--- src/common/mpad_cfg.svh ---
// ==================================================
// Mirror-padding engine configuration
// Bus widths, coordinate width and fixed AXI codes
// ==================================================
`ifndef MPAD_CFG_SVH
`define MPAD_CFG_SVH

`define MPAD_ADDR_W     32
`define MPAD_DATA_W     32
`define MPAD_DIM_W      6
`define MPAD_ID_W       4
`define MPAD_LEN_W      4
`define MPAD_RESP_W     2
`define MPAD_STRB_W     4

`define MPAD_AXI_SIZE   3'b010  // 4 bytes per beat
`define MPAD_AXI_BURST  2'b01   // INCR
`define MPAD_WORD_BYTES 4

`endif

--- src/common/axi_pkg.sv ---
// ==================================================
// AXI channel payloads
// Address, write data and read data beats as packed structs
// ==================================================
`include "mpad_cfg.svh"

package axi_pkg;

    // Read address request
    typedef struct packed {
        logic [`MPAD_ID_W-1:0]   id;
        logic [`MPAD_ADDR_W-1:0] addr;
        logic [`MPAD_LEN_W-1:0]  len;    // Beats minus one
        logic [2:0]              size;
        logic [1:0]              burst;
    } axi_ar_t;

    // Write address carries the same fields
    typedef axi_ar_t axi_aw_t;

    // Write data beat
    typedef struct packed {
        logic [`MPAD_ID_W-1:0]   id;
        logic [`MPAD_DATA_W-1:0] data;
        logic [`MPAD_STRB_W-1:0] strb;
        logic                    last;
    } axi_w_t;

    // Read data beat
    typedef struct packed {
        logic [`MPAD_ID_W-1:0]   id;
        logic [`MPAD_DATA_W-1:0] data;
        logic [`MPAD_RESP_W-1:0] resp;
        logic                    last;
    } axi_r_t;

endpackage

--- src/common/mpad_pkg.sv ---
// ==================================================
// Padding engine types
// Job configuration, coordinates and internal words
// ==================================================
`include "mpad_cfg.svh"

package mpad_pkg;

    typedef logic [`MPAD_DIM_W-1:0]  dim_t;   // Row, column or width
    typedef logic [`MPAD_DATA_W-1:0] word_t;

    // Job latched at start
    typedef struct packed {
        logic [`MPAD_ADDR_W-1:0] src_addr;
        logic [`MPAD_ADDR_W-1:0] dst_addr;
        dim_t                    width;
    } pad_cfg_t;

    // One destination word
    typedef struct packed {
        logic [`MPAD_ADDR_W-1:0] addr;
        logic                    last;    // Final word of the padded matrix
    } dst_slot_t;

endpackage

--- src/read_engine/mpad_read_engine.sv ---
// ==================================================
// Read engine
// Walks the padded raster, mirrors each coordinate into
// the source and fetches one word per AXI read
// ==================================================
`timescale 1ns/1ps
`include "mpad_cfg.svh"

module mpad_read_engine (
    input  logic               clk,
    input  logic               rst_n,
    input  logic               start_i,
    input  mpad_pkg::pad_cfg_t cfg_i,
    output axi_pkg::axi_ar_t   ar_o,
    output logic               arvalid_o,
    input  logic               arready_i,
    input  axi_pkg::axi_r_t    r_i,
    input  logic               rvalid_i,
    output logic               rready_o,
    output mpad_pkg::word_t    rd_word_o,
    output logic               rd_valid_o,
    input  logic               rd_take_i
);
    import mpad_pkg::*;

    logic                    busy_q;
    logic [`MPAD_ADDR_W-1:0] src_base_q;
    dim_t                    width_q;
    dim_t                    row_q;
    dim_t                    col_q;
    logic                    issued_all_q;
    logic                    arvalid_q;
    logic [`MPAD_ADDR_W-1:0] araddr_q;
    logic                    pend_q;          // Read outstanding
    word_t                   hold_q;
    logic                    hold_valid_q;
    logic                    ar_fire;
    logic                    r_fire;
    logic                    issue;
    logic                    finished;

    // Padded index to 0-based source index
    function automatic dim_t mirror(input dim_t o, input dim_t w);
        if (o == '0)
            return dim_t'(1);                 // Source row 2
        else if (o == w + dim_t'(1))
            return w - dim_t'(2);             // Source row width-1
        else
            return o - dim_t'(1);
    endfunction

    function automatic logic [`MPAD_ADDR_W-1:0] src_word_addr(
        input logic [`MPAD_ADDR_W-1:0] base,
        input dim_t                    w,
        input dim_t                    r,
        input dim_t                    c
    );
        logic [`MPAD_ADDR_W-1:0] idx;
        idx = `MPAD_ADDR_W'(mirror(r, w)) * `MPAD_ADDR_W'(w) + `MPAD_ADDR_W'(mirror(c, w));
        return base + idx * `MPAD_WORD_BYTES;
    endfunction

    assign ar_fire  = arvalid_q & arready_i;
    assign r_fire   = rvalid_i & rready_o;
    assign rready_o = pend_q & ~hold_valid_q;  // Wait for a free holding register
    assign issue    = busy_q & ~arvalid_q & ~pend_q & ~issued_all_q;
    assign finished = issued_all_q & ~arvalid_q & ~pend_q & ~hold_valid_q;

    always_ff @(posedge clk) begin
        if (!rst_n) begin
            busy_q       <= 1'b0;
            arvalid_q    <= 1'b0;
            pend_q       <= 1'b0;
            hold_valid_q <= 1'b0;
            issued_all_q <= 1'b0;
            row_q        <= '0;
            col_q        <= '0;
        end else if (!busy_q) begin
            if (start_i) begin
                busy_q       <= 1'b1;
                arvalid_q    <= 1'b1;           // Corner (0,0) goes out at once
                issued_all_q <= 1'b0;
                row_q        <= '0;
                col_q        <= dim_t'(1);
            end
        end else begin
            if (ar_fire) begin
                arvalid_q <= 1'b0;
                pend_q    <= 1'b1;
            end
            if (r_fire) begin
                pend_q       <= 1'b0;
                hold_valid_q <= 1'b1;
            end else if (rd_take_i) begin
                hold_valid_q <= 1'b0;
            end
            if (issue) begin
                arvalid_q    <= 1'b1;
                issued_all_q <= (row_q == width_q + dim_t'(1)) && (col_q == width_q + dim_t'(1));
                if (col_q == width_q + dim_t'(1)) begin
                    col_q <= '0;
                    row_q <= row_q + 1'b1;
                end else begin
                    col_q <= col_q + 1'b1;
                end
            end
            if (finished && !start_i)
                busy_q <= 1'b0;
        end
    end

    // Job fields, request address and held word
    always_ff @(posedge clk) begin
        if (!busy_q && start_i) begin
            src_base_q <= cfg_i.src_addr;
            width_q    <= cfg_i.width;
            araddr_q   <= src_word_addr(cfg_i.src_addr, cfg_i.width, '0, '0);
        end else if (issue) begin
            araddr_q <= src_word_addr(src_base_q, width_q, row_q, col_q);
        end
        if (r_fire)
            hold_q <= r_i.data;
    end

    assign ar_o = '{id: '0, addr: araddr_q, len: '0,
                    size: `MPAD_AXI_SIZE, burst: `MPAD_AXI_BURST};
    assign arvalid_o  = arvalid_q;
    assign rd_word_o  = hold_q;
    assign rd_valid_o = hold_valid_q;

endmodule

--- src/design/mpad_dst_walker.sv ---
// ==================================================
// Destination walker
// Steps through the padded raster one word per take
// ==================================================
`timescale 1ns/1ps
`include "mpad_cfg.svh"

module mpad_dst_walker (
    input  logic                clk,
    input  logic                rst_n,
    input  logic                start_i,
    input  mpad_pkg::pad_cfg_t  cfg_i,
    output mpad_pkg::dst_slot_t dst_slot_o,
    output logic                dst_valid_o,
    input  logic                dst_take_i
);
    import mpad_pkg::*;

    logic                    busy_q;
    logic                    valid_q;
    dim_t                    width_q;
    dim_t                    row_q;
    dim_t                    col_q;
    logic [`MPAD_ADDR_W-1:0] addr_q;
    logic                    at_end;
    logic                    take;

    assign at_end      = (row_q == width_q + dim_t'(1)) && (col_q == width_q + dim_t'(1));
    assign take        = valid_q & dst_take_i;
    assign dst_slot_o  = '{addr: addr_q, last: at_end};
    assign dst_valid_o = valid_q;

    always_ff @(posedge clk) begin
        if (!rst_n) begin
            busy_q  <= 1'b0;
            valid_q <= 1'b0;
            row_q   <= '0;
            col_q   <= '0;
        end else if (!busy_q) begin
            if (start_i) begin
                busy_q  <= 1'b1;
                valid_q <= 1'b1;
                row_q   <= '0;
                col_q   <= '0;
            end
        end else begin
            if (take) begin
                if (at_end) begin
                    valid_q <= 1'b0;            // Last slot consumed
                end else if (col_q == width_q + dim_t'(1)) begin
                    col_q <= '0;
                    row_q <= row_q + 1'b1;
                end else begin
                    col_q <= col_q + 1'b1;
                end
            end
            if (!valid_q && !start_i)
                busy_q <= 1'b0;
        end
    end

    // Running address and job width
    always_ff @(posedge clk) begin
        if (!busy_q && start_i) begin
            width_q <= cfg_i.width;
            addr_q  <= cfg_i.dst_addr;
        end else if (take) begin
            addr_q <= addr_q + `MPAD_ADDR_W'(`MPAD_WORD_BYTES);
        end
    end

endmodule

--- src/write_engine/mpad_write_engine.sv ---
// ==================================================
// Write engine
// Pairs each fetched word with its destination slot,
// runs AW, W and B in turn and owns the done level
// ==================================================
`timescale 1ns/1ps
`include "mpad_cfg.svh"

module mpad_write_engine (
    input  logic                clk,
    input  logic                rst_n,
    input  logic                start_i,
    input  mpad_pkg::word_t     rd_word_i,
    input  logic                rd_valid_i,
    output logic                rd_take_o,
    input  mpad_pkg::dst_slot_t dst_slot_i,
    input  logic                dst_valid_i,
    output logic                dst_take_o,
    output axi_pkg::axi_aw_t    aw_o,
    output logic                awvalid_o,
    input  logic                awready_i,
    output axi_pkg::axi_w_t     w_o,
    output logic                wvalid_o,
    input  logic                wready_i,
    input  logic                bvalid_i,
    output logic                bready_o,
    output logic                done_o
);
    import mpad_pkg::*;

    typedef enum logic [1:0] {
        WR_IDLE,
        WR_BUSY,
        WR_FIN      // Done held until start drops
    } wr_state_e;

    wr_state_e               state_q;
    logic                    awvalid_q;
    logic                    wvalid_q;
    logic                    bready_q;
    logic                    last_q;
    logic                    done_q;
    logic [`MPAD_ADDR_W-1:0] awaddr_q;
    word_t                   wdata_q;
    logic                    pend;
    logic                    launch;

    assign pend   = awvalid_q | wvalid_q | bready_q;
    assign launch = (state_q == WR_BUSY) & ~pend & rd_valid_i & dst_valid_i;

    // Both sources advance as the write starts
    assign rd_take_o  = launch;
    assign dst_take_o = launch;

    always_ff @(posedge clk) begin
        if (!rst_n) begin
            state_q   <= WR_IDLE;
            awvalid_q <= 1'b0;
            wvalid_q  <= 1'b0;
            bready_q  <= 1'b0;
            last_q    <= 1'b0;
            done_q    <= 1'b1;
        end else begin
            case (state_q)
                WR_IDLE: begin
                    if (start_i) begin
                        state_q <= WR_BUSY;
                        done_q  <= 1'b0;
                        last_q  <= 1'b0;
                    end
                end
                WR_BUSY: begin
                    if (launch) begin
                        awvalid_q <= 1'b1;
                        last_q    <= dst_slot_i.last;
                    end
                    if (awvalid_q && awready_i) begin
                        awvalid_q <= 1'b0;
                        wvalid_q  <= 1'b1;
                    end
                    if (wvalid_q && wready_i) begin
                        wvalid_q <= 1'b0;
                        bready_q <= 1'b1;
                    end
                    if (bready_q && bvalid_i) begin
                        bready_q <= 1'b0;
                        if (last_q) begin
                            state_q <= WR_FIN;
                            done_q  <= 1'b1;
                        end
                    end
                end
                default: begin
                    if (!start_i)
                        state_q <= WR_IDLE;
                end
            endcase
        end
    end

    always_ff @(posedge clk) begin
        if (launch) begin
            awaddr_q <= dst_slot_i.addr;
            wdata_q  <= rd_word_i;
        end
    end

    assign aw_o = '{id: '0, addr: awaddr_q, len: '0,
                    size: `MPAD_AXI_SIZE, burst: `MPAD_AXI_BURST};
    assign w_o  = '{id: '0, data: wdata_q, strb: '1, last: 1'b1};  // Single-beat writes
    assign awvalid_o = awvalid_q;
    assign wvalid_o  = wvalid_q;
    assign bready_o  = bready_q;
    assign done_o    = done_q;

endmodule

--- src/design/mpad_top.sv ---
// ==================================================
// Mirror-padding copy engine top level
// Read engine and destination walker feed the write engine
// ==================================================
`timescale 1ns/1ps
`include "mpad_cfg.svh"

module mpad_top (
    input  logic                    clk,
    input  logic                    rst_n,
    input  logic                    start_i,
    input  logic [`MPAD_ADDR_W-1:0] src_addr_i,
    input  logic [`MPAD_ADDR_W-1:0] dst_addr_i,
    input  mpad_pkg::dim_t          width_i,
    output logic                    done_o,
    output axi_pkg::axi_ar_t        ar_o,
    output logic                    arvalid_o,
    input  logic                    arready_i,
    input  axi_pkg::axi_r_t         r_i,
    input  logic                    rvalid_i,
    output logic                    rready_o,
    output axi_pkg::axi_aw_t        aw_o,
    output logic                    awvalid_o,
    input  logic                    awready_i,
    output axi_pkg::axi_w_t         w_o,
    output logic                    wvalid_o,
    input  logic                    wready_i,
    input  logic [`MPAD_RESP_W-1:0] bresp_i,   // Accepted and ignored
    input  logic                    bvalid_i,
    output logic                    bready_o
);
    import mpad_pkg::*;

    pad_cfg_t  cfg;
    word_t     rd_word;
    logic      rd_valid;
    logic      rd_take;
    dst_slot_t dst_slot;
    logic      dst_valid;
    logic      dst_take;

    assign cfg = '{src_addr: src_addr_i, dst_addr: dst_addr_i, width: width_i};

    mpad_read_engine u_read (
        .clk        (clk),
        .rst_n      (rst_n),
        .start_i    (start_i),
        .cfg_i      (cfg),
        .ar_o       (ar_o),
        .arvalid_o  (arvalid_o),
        .arready_i  (arready_i),
        .r_i        (r_i),
        .rvalid_i   (rvalid_i),
        .rready_o   (rready_o),
        .rd_word_o  (rd_word),
        .rd_valid_o (rd_valid),
        .rd_take_i  (rd_take)
    );

    mpad_dst_walker u_walker (
        .clk         (clk),
        .rst_n       (rst_n),
        .start_i     (start_i),
        .cfg_i       (cfg),
        .dst_slot_o  (dst_slot),
        .dst_valid_o (dst_valid),
        .dst_take_i  (dst_take)
    );

    mpad_write_engine u_write (
        .clk         (clk),
        .rst_n       (rst_n),
        .start_i     (start_i),
        .rd_word_i   (rd_word),
        .rd_valid_i  (rd_valid),
        .rd_take_o   (rd_take),
        .dst_slot_i  (dst_slot),
        .dst_valid_i (dst_valid),
        .dst_take_o  (dst_take),
        .aw_o        (aw_o),
        .awvalid_o   (awvalid_o),
        .awready_i   (awready_i),
        .w_o         (w_o),
        .wvalid_o    (wvalid_o),
        .wready_i    (wready_i),
        .bvalid_i    (bvalid_i),
        .bready_o    (bready_o),
        .done_o      (done_o)
    );

endmodule

--- config.mk ---
export PLATFORM = sky130hd
export DESIGN_NAME = mpad_top
export DESIGN_NICKNAME = d
export VERILOG_FILES = /design/src/common/axi_pkg.sv /design/src/common/mpad_pkg.sv /design/src/read_engine/mpad_read_engine.sv /design/src/design/mpad_dst_walker.sv /design/src/write_engine/mpad_write_engine.sv /design/src/design/mpad_top.sv
export VERILOG_INCLUDE_DIRS = /design/src /design/src/common
export SDC_FILE = /design/constraint.sdc
export NUM_CORES = 1
export LEC_CHECK = 0
export ABC_AREA = 1
export ABC_CLOCK_PERIOD_IN_PS = 7520
export CAP_MARGIN = 40
export CORE_ASPECT_RATIO = 2
export CORE_MARGIN = 10
export CORE_UTILIZATION = 53
export CTS_CLUSTER_DIAMETER = 150
export CTS_CLUSTER_SIZE = 20
export DETAILED_ROUTE_END_ITERATION = 16
export DONT_BUFFER_PORTS = 1
export PLACE_DENSITY_LB_ADDON = 0.05
export REMOVE_ABC_BUFFERS = 1
export SETUP_SLACK_MARGIN = 0.02
export SLEW_MARGIN = 20
export SYNTH_ARGS = -nofsm -noshare
export SYNTH_HDL_FRONTEND = slang
export SYNTH_SLANG_ARGS = --single-unit
--- constraint.sdc ---
create_clock -name clk -period 7.52 [get_ports clk]
set_input_delay 1.504 -clock clk [delete_from_list [all_inputs] [get_ports clk]]
set_output_delay 1.504 -clock clk [all_outputs]
set_load 0.02 [all_outputs]
==> out/summary.txt, run 1 <==
Post-Route WL = 37.9 mm
Num CTS Buffers = 16
Worst slew pin tran = 0.750 ns
DRT Pass-1 Iters = 5
Critical Path RT = 7.79 ns
Hold wc startpoint = u_read.rd_word_o[16]
Pin count of the biggest net entering global routing = 68
Post-Syn Area = 14,000 µm²
Unrepaired setup endpoints after global routing = yes
Root buf cell = clkbuf_16
First-pass GRT wire length = 57.4 mm
Worst-skew pair later-pin latency = 0.52 ns
Die Y = 250 µm
Die Area = 33,800 µm²
Yosys warns = 0
Most frequent cells in the layout = 348 x nand2_1, 204 x edfxtp_1, 152 x inv_1
Core area = 26,200 µm²
CP max stage cell = fa_1
Via/cell ratio = 5.40
Number of port buffers = 0
Final Setup Violations = 0
Residual DRC count = 0
EDFF count, synth = 204
Syn Area/Cell = 9.18 µm²
PwrDens = 202 nW/µm²
Tcrit/Tclk final = 94.6%
FP Rows = 84
Post-synthesis cell count = 1,530
Largest stage delay, worst path = 0.56 ns
Fraction of layout cells with a size suffix above 1 = 6.83%
Placed Cells = 1,878
Crit Path Category = flip-flop to flip-flop
Worst Path Max Fanout = 7
Worst r2r src = u_read.width_q[1]
Initial antenna violation count = 0
HP Class = flip-flop to flip-flop
Commonest non-fill, non-tap cell in the layout = nand2_1
CTS tree = yes
Finished Layout Cells = 1,911
Startpoint Class = flip-flop
Status = finished, final reports clean
GR Util met3 = 4.03%
Vias = 10,313
Setup Skew = 0.0258 ns
Setup WS pre-CTS = 0.229 ns
Setup crit end kind = flip-flop
Met1 usage = 19.4%
Clock transition at the registers of the reported paths = 0.09 ns
Hold path cells = 0
#FFs+latches synth = 242
CTS Sinks = 242
Initial Util = 53.7%
Chip width = 135 µm
Slew Limit Fails = 0
Max IR drop VDD = 0.000137 V
Post-DP HPWL = 30.5 mm
Crit Reg-Reg Endpoint = u_read.araddr_q[31]
Cell mode on critical path = nand2_1
Met2 Use GR = 44.1%
Arr. time, crit path = 7.38 ns
GRT Max-Usage Layer = met2
R2R depth = 34
Max-slew headroom = 50.0%
Post-synth ARST share = 0%
Leak pwr = 6.25 nW
Achievable Freq = 141 MHz
Predominant post-synthesis flop cell = edfxtp_1
GP Congestion = 0.948
H-tree levels = 1
Area growth, synth to finish = 7.53%
Vias in the first global route = 10,478
Remaining Overflow, GRT = 0
Antenna-violating nets left = 0
Ant diodes = 0
GRT Util Overall = 21.8%
Yosys cell types = 56
Initial DRC Count = 506
FF-to-FF setup slack = 0.41 ns
Min setup slack post-route = 0.408 ns
Sequential area share after synthesis = 49.0%
Number of max-cap violations = 0
Net count, final = 1,768
Io pins = 256
Bufs on Longest Clock Path = 3
Post-route minimum period = 7.11 ns
Wire length per cell = 19.8 µm
Hold Path End = u_write.wdata_q[16]
Final Hold Viols = 0
repair_timing:
item,CTS,global route
gates resized for setup,0,18
setup buffers,0,3
endpoints found under the setup margin,0,20
hold buffers,0,0
endpoints found under the hold margin,0,0
worst max-delay path: cells and delay by family (launching register included):
kind	cells	cell delay [ns]
buffers and inverters	5	0.30
AOI/OAI and AO/OA	1	0.15
and+or+nand+nor	18	2.29
adders and majority gates	7	3.07
DFF	1	0.43
xor gates and xnor gates	3	0.62
metal layers:
layer  up-vias  share of wire (%)
met5         -                  0
met4         0                4.5
met3        84                5.2
met2       287                 58
met1      4800                 32
li1       5142                  -
metrics by stage:
stage / power (mW) / utilization [%] / instance area (µm²) / setup TNS (ns) / hold slack, ns
2_1_floorplan: 2.00 / - / 13800 / 0 / 0.400
3_3_place_gp: 2.18 / 55.2 / 14500 / 0 / 0.401
3_5_place_dp: 2.18 / 55.3 / 14500 / 0 / 0.405
4_1_cts: 3.07 / 57.1 / 15000 / 0 / 0.421
5_1_grt: 3.19 / 57.7 / 15100 / -0.336 / 0.427
6_report: 3.05 / 57.7 / 15100 / 0 / 0.420
synth_stat cells (all sizes together) (2+ instances only):
library cell	instances	area [µm²]
nand2	356	1360
edfxtp	204	6130
nor2	158	628
inv	157	589
nand3	110	591
a21oi	79	395
o21ai	77	400
ha	70	876
xor2	58	508
buf	50	352
nand4	40	263
dfxtp	38	761
nor3	25	146
fa	22	440
xnor2	20	175
clkbuf	11	42.5
o21bai	8	60.1
nor4	6	52.6
a211oi	4	30.0
clkinv	4	16.3
nand3b	4	30.0
a21o	3	22.5
a31oi	3	18.8
nor3b	3	22.5
o211ai	3	27.5
o22ai	3	18.8
o31ai	3	22.5
or2	3	18.8
conb	2	7.51
registers in the layout, summed over array words and instances (netlist names), 2 cells and up:
signal / cells
u_read.araddr_q: 32
u_read.rd_word_o: 32
u_read.src_base_q: 32
u_walker.addr_q: 32
u_write.awaddr_q: 32
u_write.wdata_q: 32
u_read.col_q: 6
u_read.row_q: 6
u_read.width_q: 6
u_walker.col_q: 6
u_walker.row_q: 6
u_walker.width_q: 6
u_write.state_q: 2
cell families (layout without fill, tap and decap cells):
logic type                 after synthesis  count (layout)  synth area share (%)
adders and majority gates               92              92                  9.37
buffers and inverters                  222             226                  7.12
xor gates and xnor gates                78              78                  4.86
AOI/OAI and AO/OA                      188             188                  7.39
DFF                                    242             242                  49.0
other                                    2              35                0.0535
and+or+nand+nor                        706             706                  22.2
report_power, final:
group          internal (mW)  switching [mW]  total [mW]
sequential              1.54          0.0975        1.64
combinational          0.173           0.352       0.525
clock                  0.431           0.455       0.886
total                   2.15           0.905        3.05
worst max path at each step:
stage	start	end	slack [ns]
floorplan	u_read.width_q[0]	u_read.araddr_q[17]	0.97
global placement	u_read.width_q[2]	u_read.araddr_q[31]	0.26
detailed placement	u_read.width_q[2]	u_read.araddr_q[31]	0.23
CTS	u_read.width_q[2]	u_read.araddr_q[31]	0.18
global route	u_read.width_q[1]	u_read.araddr_q[31]	-0.09
finish	u_read.width_q[1]	u_read.araddr_q[31]	0.41
layout make-up:
cell class | instances | area [µm²]
clock buffers | 27 | 463
clock inverters | 1 | 20.0
fillers | 2366 | 11100
inverters | 161 | 608
multi-input cells | 1099 | 6380
flip-flops and latches | 242 | 6890
well taps | 344 | 430
repair buffers | 37 | 318
(Power assumes the default switching activity.)
==> inputs of run 2 (changes only) <==
- CORE_UTILIZATION: 53 -> 65
==> run 2 against run 1 <==
Net effect: register-to-register slack improved by 0.04 ns; largest power group unchanged; cell count is 4.7% lower; highest routed layer unchanged; largest cell class unchanged; critical endpoint is now u_read.araddr_q[28]; non-clock buffer count shrank 19.
==> out/summary.txt, run 2 (synthesized netlist as in run 1, its figures left out) <==
Cell internal pwr = 2.13 mW (-0.56%)
Pin count of the biggest net entering global routing = 68 (unchanged)
Cell family with most CP delay = adder cells
PwrDens = 203 nW/µm² (+0.42%)
Die Y = 228 µm (-8.9%)
Number of port buffers = 0 (unchanged)
Num CTS Buffers = 16 (unchanged)
H-tree levels = 1 (unchanged)
Initial antenna violation count = 1 (+1)
Commonest non-fill, non-tap cell in the layout = nand2_1
Antenna-violating nets left = 0 (unchanged)
Combinational share of power = 16.7% (-0.5 points)
CTS Sinks = 242 (unchanged)
Residual DRC count = 0 (unchanged)
Tcrit/Tclk final = 94.1% (-0.49 points)
Worst slew pin tran = 0.767 ns (+0.0177 ns)
Worst-skew pair later-pin latency = 0.50 ns (-0.02 ns)
Unrepaired setup endpoints after global routing = no
Fin Setup TNS = 0 ns (unchanged)
Vias in the first global route = 10,792 (+3.0%)
HP Class = flip-flop to flip-flop
Clock network fraction of design power = 29.0% (about the same)
Initial Util = 65.6% (+12 points)
Slew Limit Fails = 0 (unchanged)
Core area = 21,400 µm² (-18%)
Finished Layout Cells = 1,821 (-4.7%)
Number of max-cap violations = 0 (unchanged)
CP max stage cell = edfxtp_1
Net count, final = 1,749 (-1.1%)
Fraction of layout cells with a size suffix above 1 = 5.88% (-0.95 points)
Critical Path RT = 7.77 ns (-0.02 ns)
Setup WS pre-CTS = 0.250 ns (+0.0202 ns)
Die Area = 28,200 µm² (-16%)
Largest stage delay, worst path = 0.60 ns (+0.04 ns)
Achievable Freq = 141 MHz (+0.52%)
Ant diodes = 0 (unchanged)
Total power = 3.02 mW (-1.2%)
CP bufs+invs = 4 (-1)
Min setup slack post-route = 0.445 ns (+0.0371 ns)
Vias = 10,701 (+3.8%)
Post-route minimum period = 7.08 ns (-0.0371 ns)
Area growth, synth to finish = 5.84%
NetSw = 882 µW (-2.6%)
Switching share of power = 29.2% (-0.42 points)
Hold slack final = 0.422 ns (+0.00191 ns)
Max IR drop VDD = 0.000216 V (+58%)
Startpoint Class = flip-flop
FP Rows = 76 (-9.5%)
Setup crit end kind = flip-flop
Crit Path Category = flip-flop to flip-flop
Sequential share of power = 54.3% (+0.6 points)
Post-Route WL = 37.5 mm (-1.2%)
CTS tree = yes
Setup Skew = 0.0310 ns (+0.00526 ns)
Initial DRC Count = 804 (+59%)
Placed Cells = 1,790 (-4.7%)
Worst Path Max Fanout = 8 (+1)
Core Util, Final = 69.5% (+12 points)
Remaining Overflow, GRT = 0 (unchanged)
First-pass GRT wire length = 56.9 mm (-0.89%)
Post-DP HPWL = 29.6 mm (-3.1%)
Leak pwr = 6.17 nW (-1.4%)
GP Congestion = 0.992 (+4.7%)
Root buf cell = clkbuf_16
DRT Pass-1 Iters = 6 (+1)
Placed Area = 14,300 µm² (-1.4%)
Arr. time, crit path = 7.32 ns (-0.06 ns)
Fin area = 14,900 µm² (-1.6%)
Final Hold Viols = 0 (unchanged)
Most frequent cells in the layout = 348 x nand2_1, 204 x edfxtp_1, 152 x inv_1
Status = finished, final reports clean
Cell mode on critical path = nand2_1
Chip width = 124 µm (-8.3%)
Max-slew headroom = 48.3% (-1.7 points)
Via/cell ratio = 5.88 (+8.9%)
Io pins = 256 (unchanged)
Wire length per cell = 20.6 µm (+3.7%)
Bufs on Longest Clock Path = 3 (unchanged)
GRT Util Overall = 25.7% (+3.9 points)
Clock transition at the registers of the reported paths = 0.09 ns (about the same)
Final Setup Violations = 0 (unchanged)
FILL cells = 1,693 (-28%)
[run 2: cell types whose count changed in the layout (fill, tap and decap cells not counted), sizes merged]
cell,change
buf,-19
[run 2: routing by layer]
metal | track usage (%) | share of wire, % | routed length [µm]
met1 | 23.4 | 31 | 11700
met2 | 50.4 | 57 | 21500
met3 | 4.77 | 6.1 | 2280
met4 | 12.8 | 5.5 | 2050
met5 | 0 | 0 | 0
[run 2: worst paths after layout]
check | slack (ns) | to | cells after the start | start
worst max-delay path | 0.44 | u_read.araddr_q[28] | 30 | u_read.width_q[4]
worst min-delay path | 0.42 | u_write.wdata_q[31] | 0 | u_read.rd_word_o[31]
worst max register to register | 0.44 | u_read.araddr_q[28] | 30 | u_read.width_q[4]
worst min register to register | 0.42 | u_write.wdata_q[31] | 0 | u_read.rd_word_o[31]
[run 2: what timing repair did]
item | 4_1_cts | 5_1_grt
endpoints found under the setup margin | 0 | 18
hold buffers | 0 | 0
endpoints found under the hold margin | 0 | 0
buffers inserted | 0 | 2
gates resized for setup | 0 | 21
[run 2: final cells by class]
class | instances | area [µm²] | area share [%]
well taps | 273 | 342 | 2.30
inverters | 161 | 606 | 4.07
clock buffers | 27 | 463 | 3.11
multi-input cells | 1099 | 6370 | 42.9
flip-flops and latches | 242 | 6890 | 46.3
repair buffers | 18 | 175 | 1.18
clock inverters | 1 | 20.0 | 0.135
[run 2: power groups by stage]
stage,Sequential (mW),Clock (mW),Combinational (mW)
floorplan,1.65,0,0.352
global placement,1.67,0,0.479
detailed placement,1.67,0,0.492
CTS,1.64,0.886,0.494
global route,1.65,0.939,0.563
finish,1.64,0.874,0.502
==> inputs of run 3 (changes only) <==
- CORE_MARGIN: 10 -> 5
- CTS_BUF_LIST: not set -> sky130_fd_sc_hd__clkbuf_16
==> run 3 against run 2 <==
Net effect: sequential share of layout area down 0.070 points; design area rose by 0.15%; first-iteration DRC count down 28%; non-clock buffer count is 1 higher; critical endpoint unchanged; largest cell class unchanged; highest routed layer unchanged.
==> out/summary.txt, run 3 (synthesized netlist as in run 1, its figures left out) <==
Post-Route WL = 35.7 mm (-4.7%)
Wire length per cell = 19.6 µm (-4.9%)
Bufs on Longest Clock Path = 3 (unchanged)
Number of port buffers = 0 (unchanged)
Setup crit end kind = flip-flop
Fin Setup TNS = 0 ns (unchanged)
Setup Skew = 0.0324 ns (+0.00135 ns)
FF-to-FF setup slack = 0.39 ns (-0.05 ns)
Initial Util = 65.6% (unchanged)
Number of max-cap violations = 0 (unchanged)
Max IR drop VDD = 0.000250 V (+16%)
Fraction of layout cells with a size suffix above 1 = 5.87% (about the same)
Critical path launch point = u_read.width_q[3]
Hold slack final = 0.416 ns (-0.00618 ns)
Largest stage delay, worst path = 0.56 ns (-0.04 ns)
Leak pwr = 6.21 nW (+0.77%)
H-tree levels = 1 (unchanged)
Chip width = 114 µm (-8.1%)
Tcrit/Tclk final = 94.7% (+0.66 points)
Core area = 21,400 µm² (unchanged)
Vias in the first global route = 10,927 (+1.3%)
Clock network fraction of design power = 29.0% (about the same)
Cell internal pwr = 2.12 mW (-0.51%)
Die Y = 218 µm (-4.4%)
Antenna-violating nets left = 0 (unchanged)
Die Area = 24,800 µm² (-12%)
CP Depth = 33 (+10%)
Slew Limit Fails = 0 (unchanged)
Remaining Overflow, GRT = 0 (unchanged)
Commonest non-fill, non-tap cell in the layout = nand2_1
Hold-fix buffers at CTS = 0 (unchanged)
Min setup slack post-route = 0.395 ns (-0.0500 ns)
Area growth, synth to finish = 6.00%
GRT Util Overall = 28.5% (+2.8 points)
Crit Path Category = flip-flop to flip-flop
Combinational share of power = 16.8% (about the same)
R2R depth = 33 (+10%)
Final Hold Viols = 0 (unchanged)
Clock transition at the registers of the reported paths = 0.08 ns (about the same)
Most frequent cells in the layout = 346 x nand2_1, 204 x edfxtp_1, 162 x inv_1
First-pass GRT wire length = 55.4 mm (-2.5%)
Switching share of power = 29.6% (+0.35 points)
Io pins = 256 (unchanged)
Cell mode on critical path = nand2_1
NetSw = 892 µW (+1.2%)
Worst r2r src = u_read.width_q[3]
Root buf cell = clkbuf_16
Max-slew headroom = 37.4% (-11 points)
CTS tree = yes
Pin count of the biggest net entering global routing = 73 (+7.4%)
FP Rows = 76 (unchanged)
CP endpoint = u_read.araddr_q[28]
CP bufs+invs = 5 (+1)
Status = finished, final reports clean
Post-DP HPWL = 28.0 mm (-5.3%)
Initial antenna violation count = 2 (+1)
Residual DRC count = 0 (unchanged)
Core Util, Final = 69.6% (+0.11 points)
Final Setup Violations = 0 (unchanged)
Critical Path RT = 7.78 ns (about the same)
HP Class = flip-flop to flip-flop
Setup WS pre-CTS = 0.247 ns (-0.00229 ns)
Cell family with most CP delay = adder cells
Worst slew pin tran = 0.929 ns (+0.162 ns)
Achievable Freq = 140 MHz (-0.70%)
CTS Sinks = 242 (unchanged)
GP Congestion = 0.957 (-3.5%)
Vias = 10,651 (-0.47%)
Num CTS Buffers = 16 (unchanged)
Arr. time, crit path = 7.39 ns (+0.07 ns)
Worst-skew pair later-pin latency = 0.53 ns (+0.03 ns)
PwrDens = 203 nW/µm² (-0.17%)
Initial DRC Count = 575 (-28%)
Sequential share of power = 54.3% (about the same)
DRT Pass-1 Iters = 5 (-1)
Crit Reg-Reg Endpoint = u_read.araddr_q[28]
Worst Path Max Fanout = 8 (unchanged)
Post-route minimum period = 7.13 ns (+0.0500 ns)
Net count, final = 1,750 (+0.057%)
Total power = 3.02 mW (about the same)
Via/cell ratio = 5.84 (-0.69%)
Startpoint Class = flip-flop
CP max stage cell = fa_1
-- run 3: changes by cell type in the layout (fill, tap and decap cells not counted), moves of 3 or more --
cell / change
diode_2: +3
inv_1: +10
clkbuf_1: -10
ha_2: -3
-- run 3: how the worst min path moves through the flow --
stage                              start             endpoint  cells past startpoint  slack (ns)
detailed placement  u_read.rd_word_o[21]  u_write.wdata_q[21]                      0        0.40
CTS                  u_read.rd_word_o[3]   u_write.wdata_q[3]                      0        0.42
finish               u_read.rd_word_o[3]   u_write.wdata_q[3]                      0        0.42
floorplan             u_walker.addr_q[0]  u_write.awaddr_q[0]                      0        0.40
global placement     u_read.rd_word_o[7]   u_write.wdata_q[7]                      0        0.40
global route         u_read.rd_word_o[3]   u_write.wdata_q[3]                      0        0.42
-- run 3: area by class of cell --
class | instances | area, µm²
antenna | 3 | 7.51
clock buffer | 17 | 425
clock inverter | 11 | 57.6
fill | 1701 | 6510
inverter | 161 | 608
multi-input combinational | 1099 | 6380
sequential | 242 | 6890
tap | 273 | 342
timing repair buffer | 19 | 183
-- run 3: power groups by stage --
stage	Clock [mW]	Combinational, mW	Sequential (mW)
finish	0.873	0.506	1.64
global route	0.943	0.566	1.64
CTS	0.883	0.498	1.64
detailed placement	0	0.494	1.66
global placement	0	0.483	1.66
floorplan	0	0.352	1.65
-- run 3: metrics by stage --
stage	std cells	cell area [µm²]
after global placement	1788	14200
after detailed placement	1790	14300
after global routing	1824	14900
final	1825	14900
after CTS	1818	14800
after floorplan	1502	13800
-- run 3: metal layers --
metal / track usage, % / share of wire, % / vias up
met4: 17.8 / 7.1 / 0
met3: 4.86 / 5.7 / 143
li1: - / - / 5120
met1: 26.4 / 31 / 5008
met2: 55.3 / 56 / 380
met5: 0 / 0 / -
-- run 3: repair_timing --
item                       in CTS  in global routing
setup endpoints to repair       0                 17
gates resized for setup         0                 22
buffers inserted                0                  3
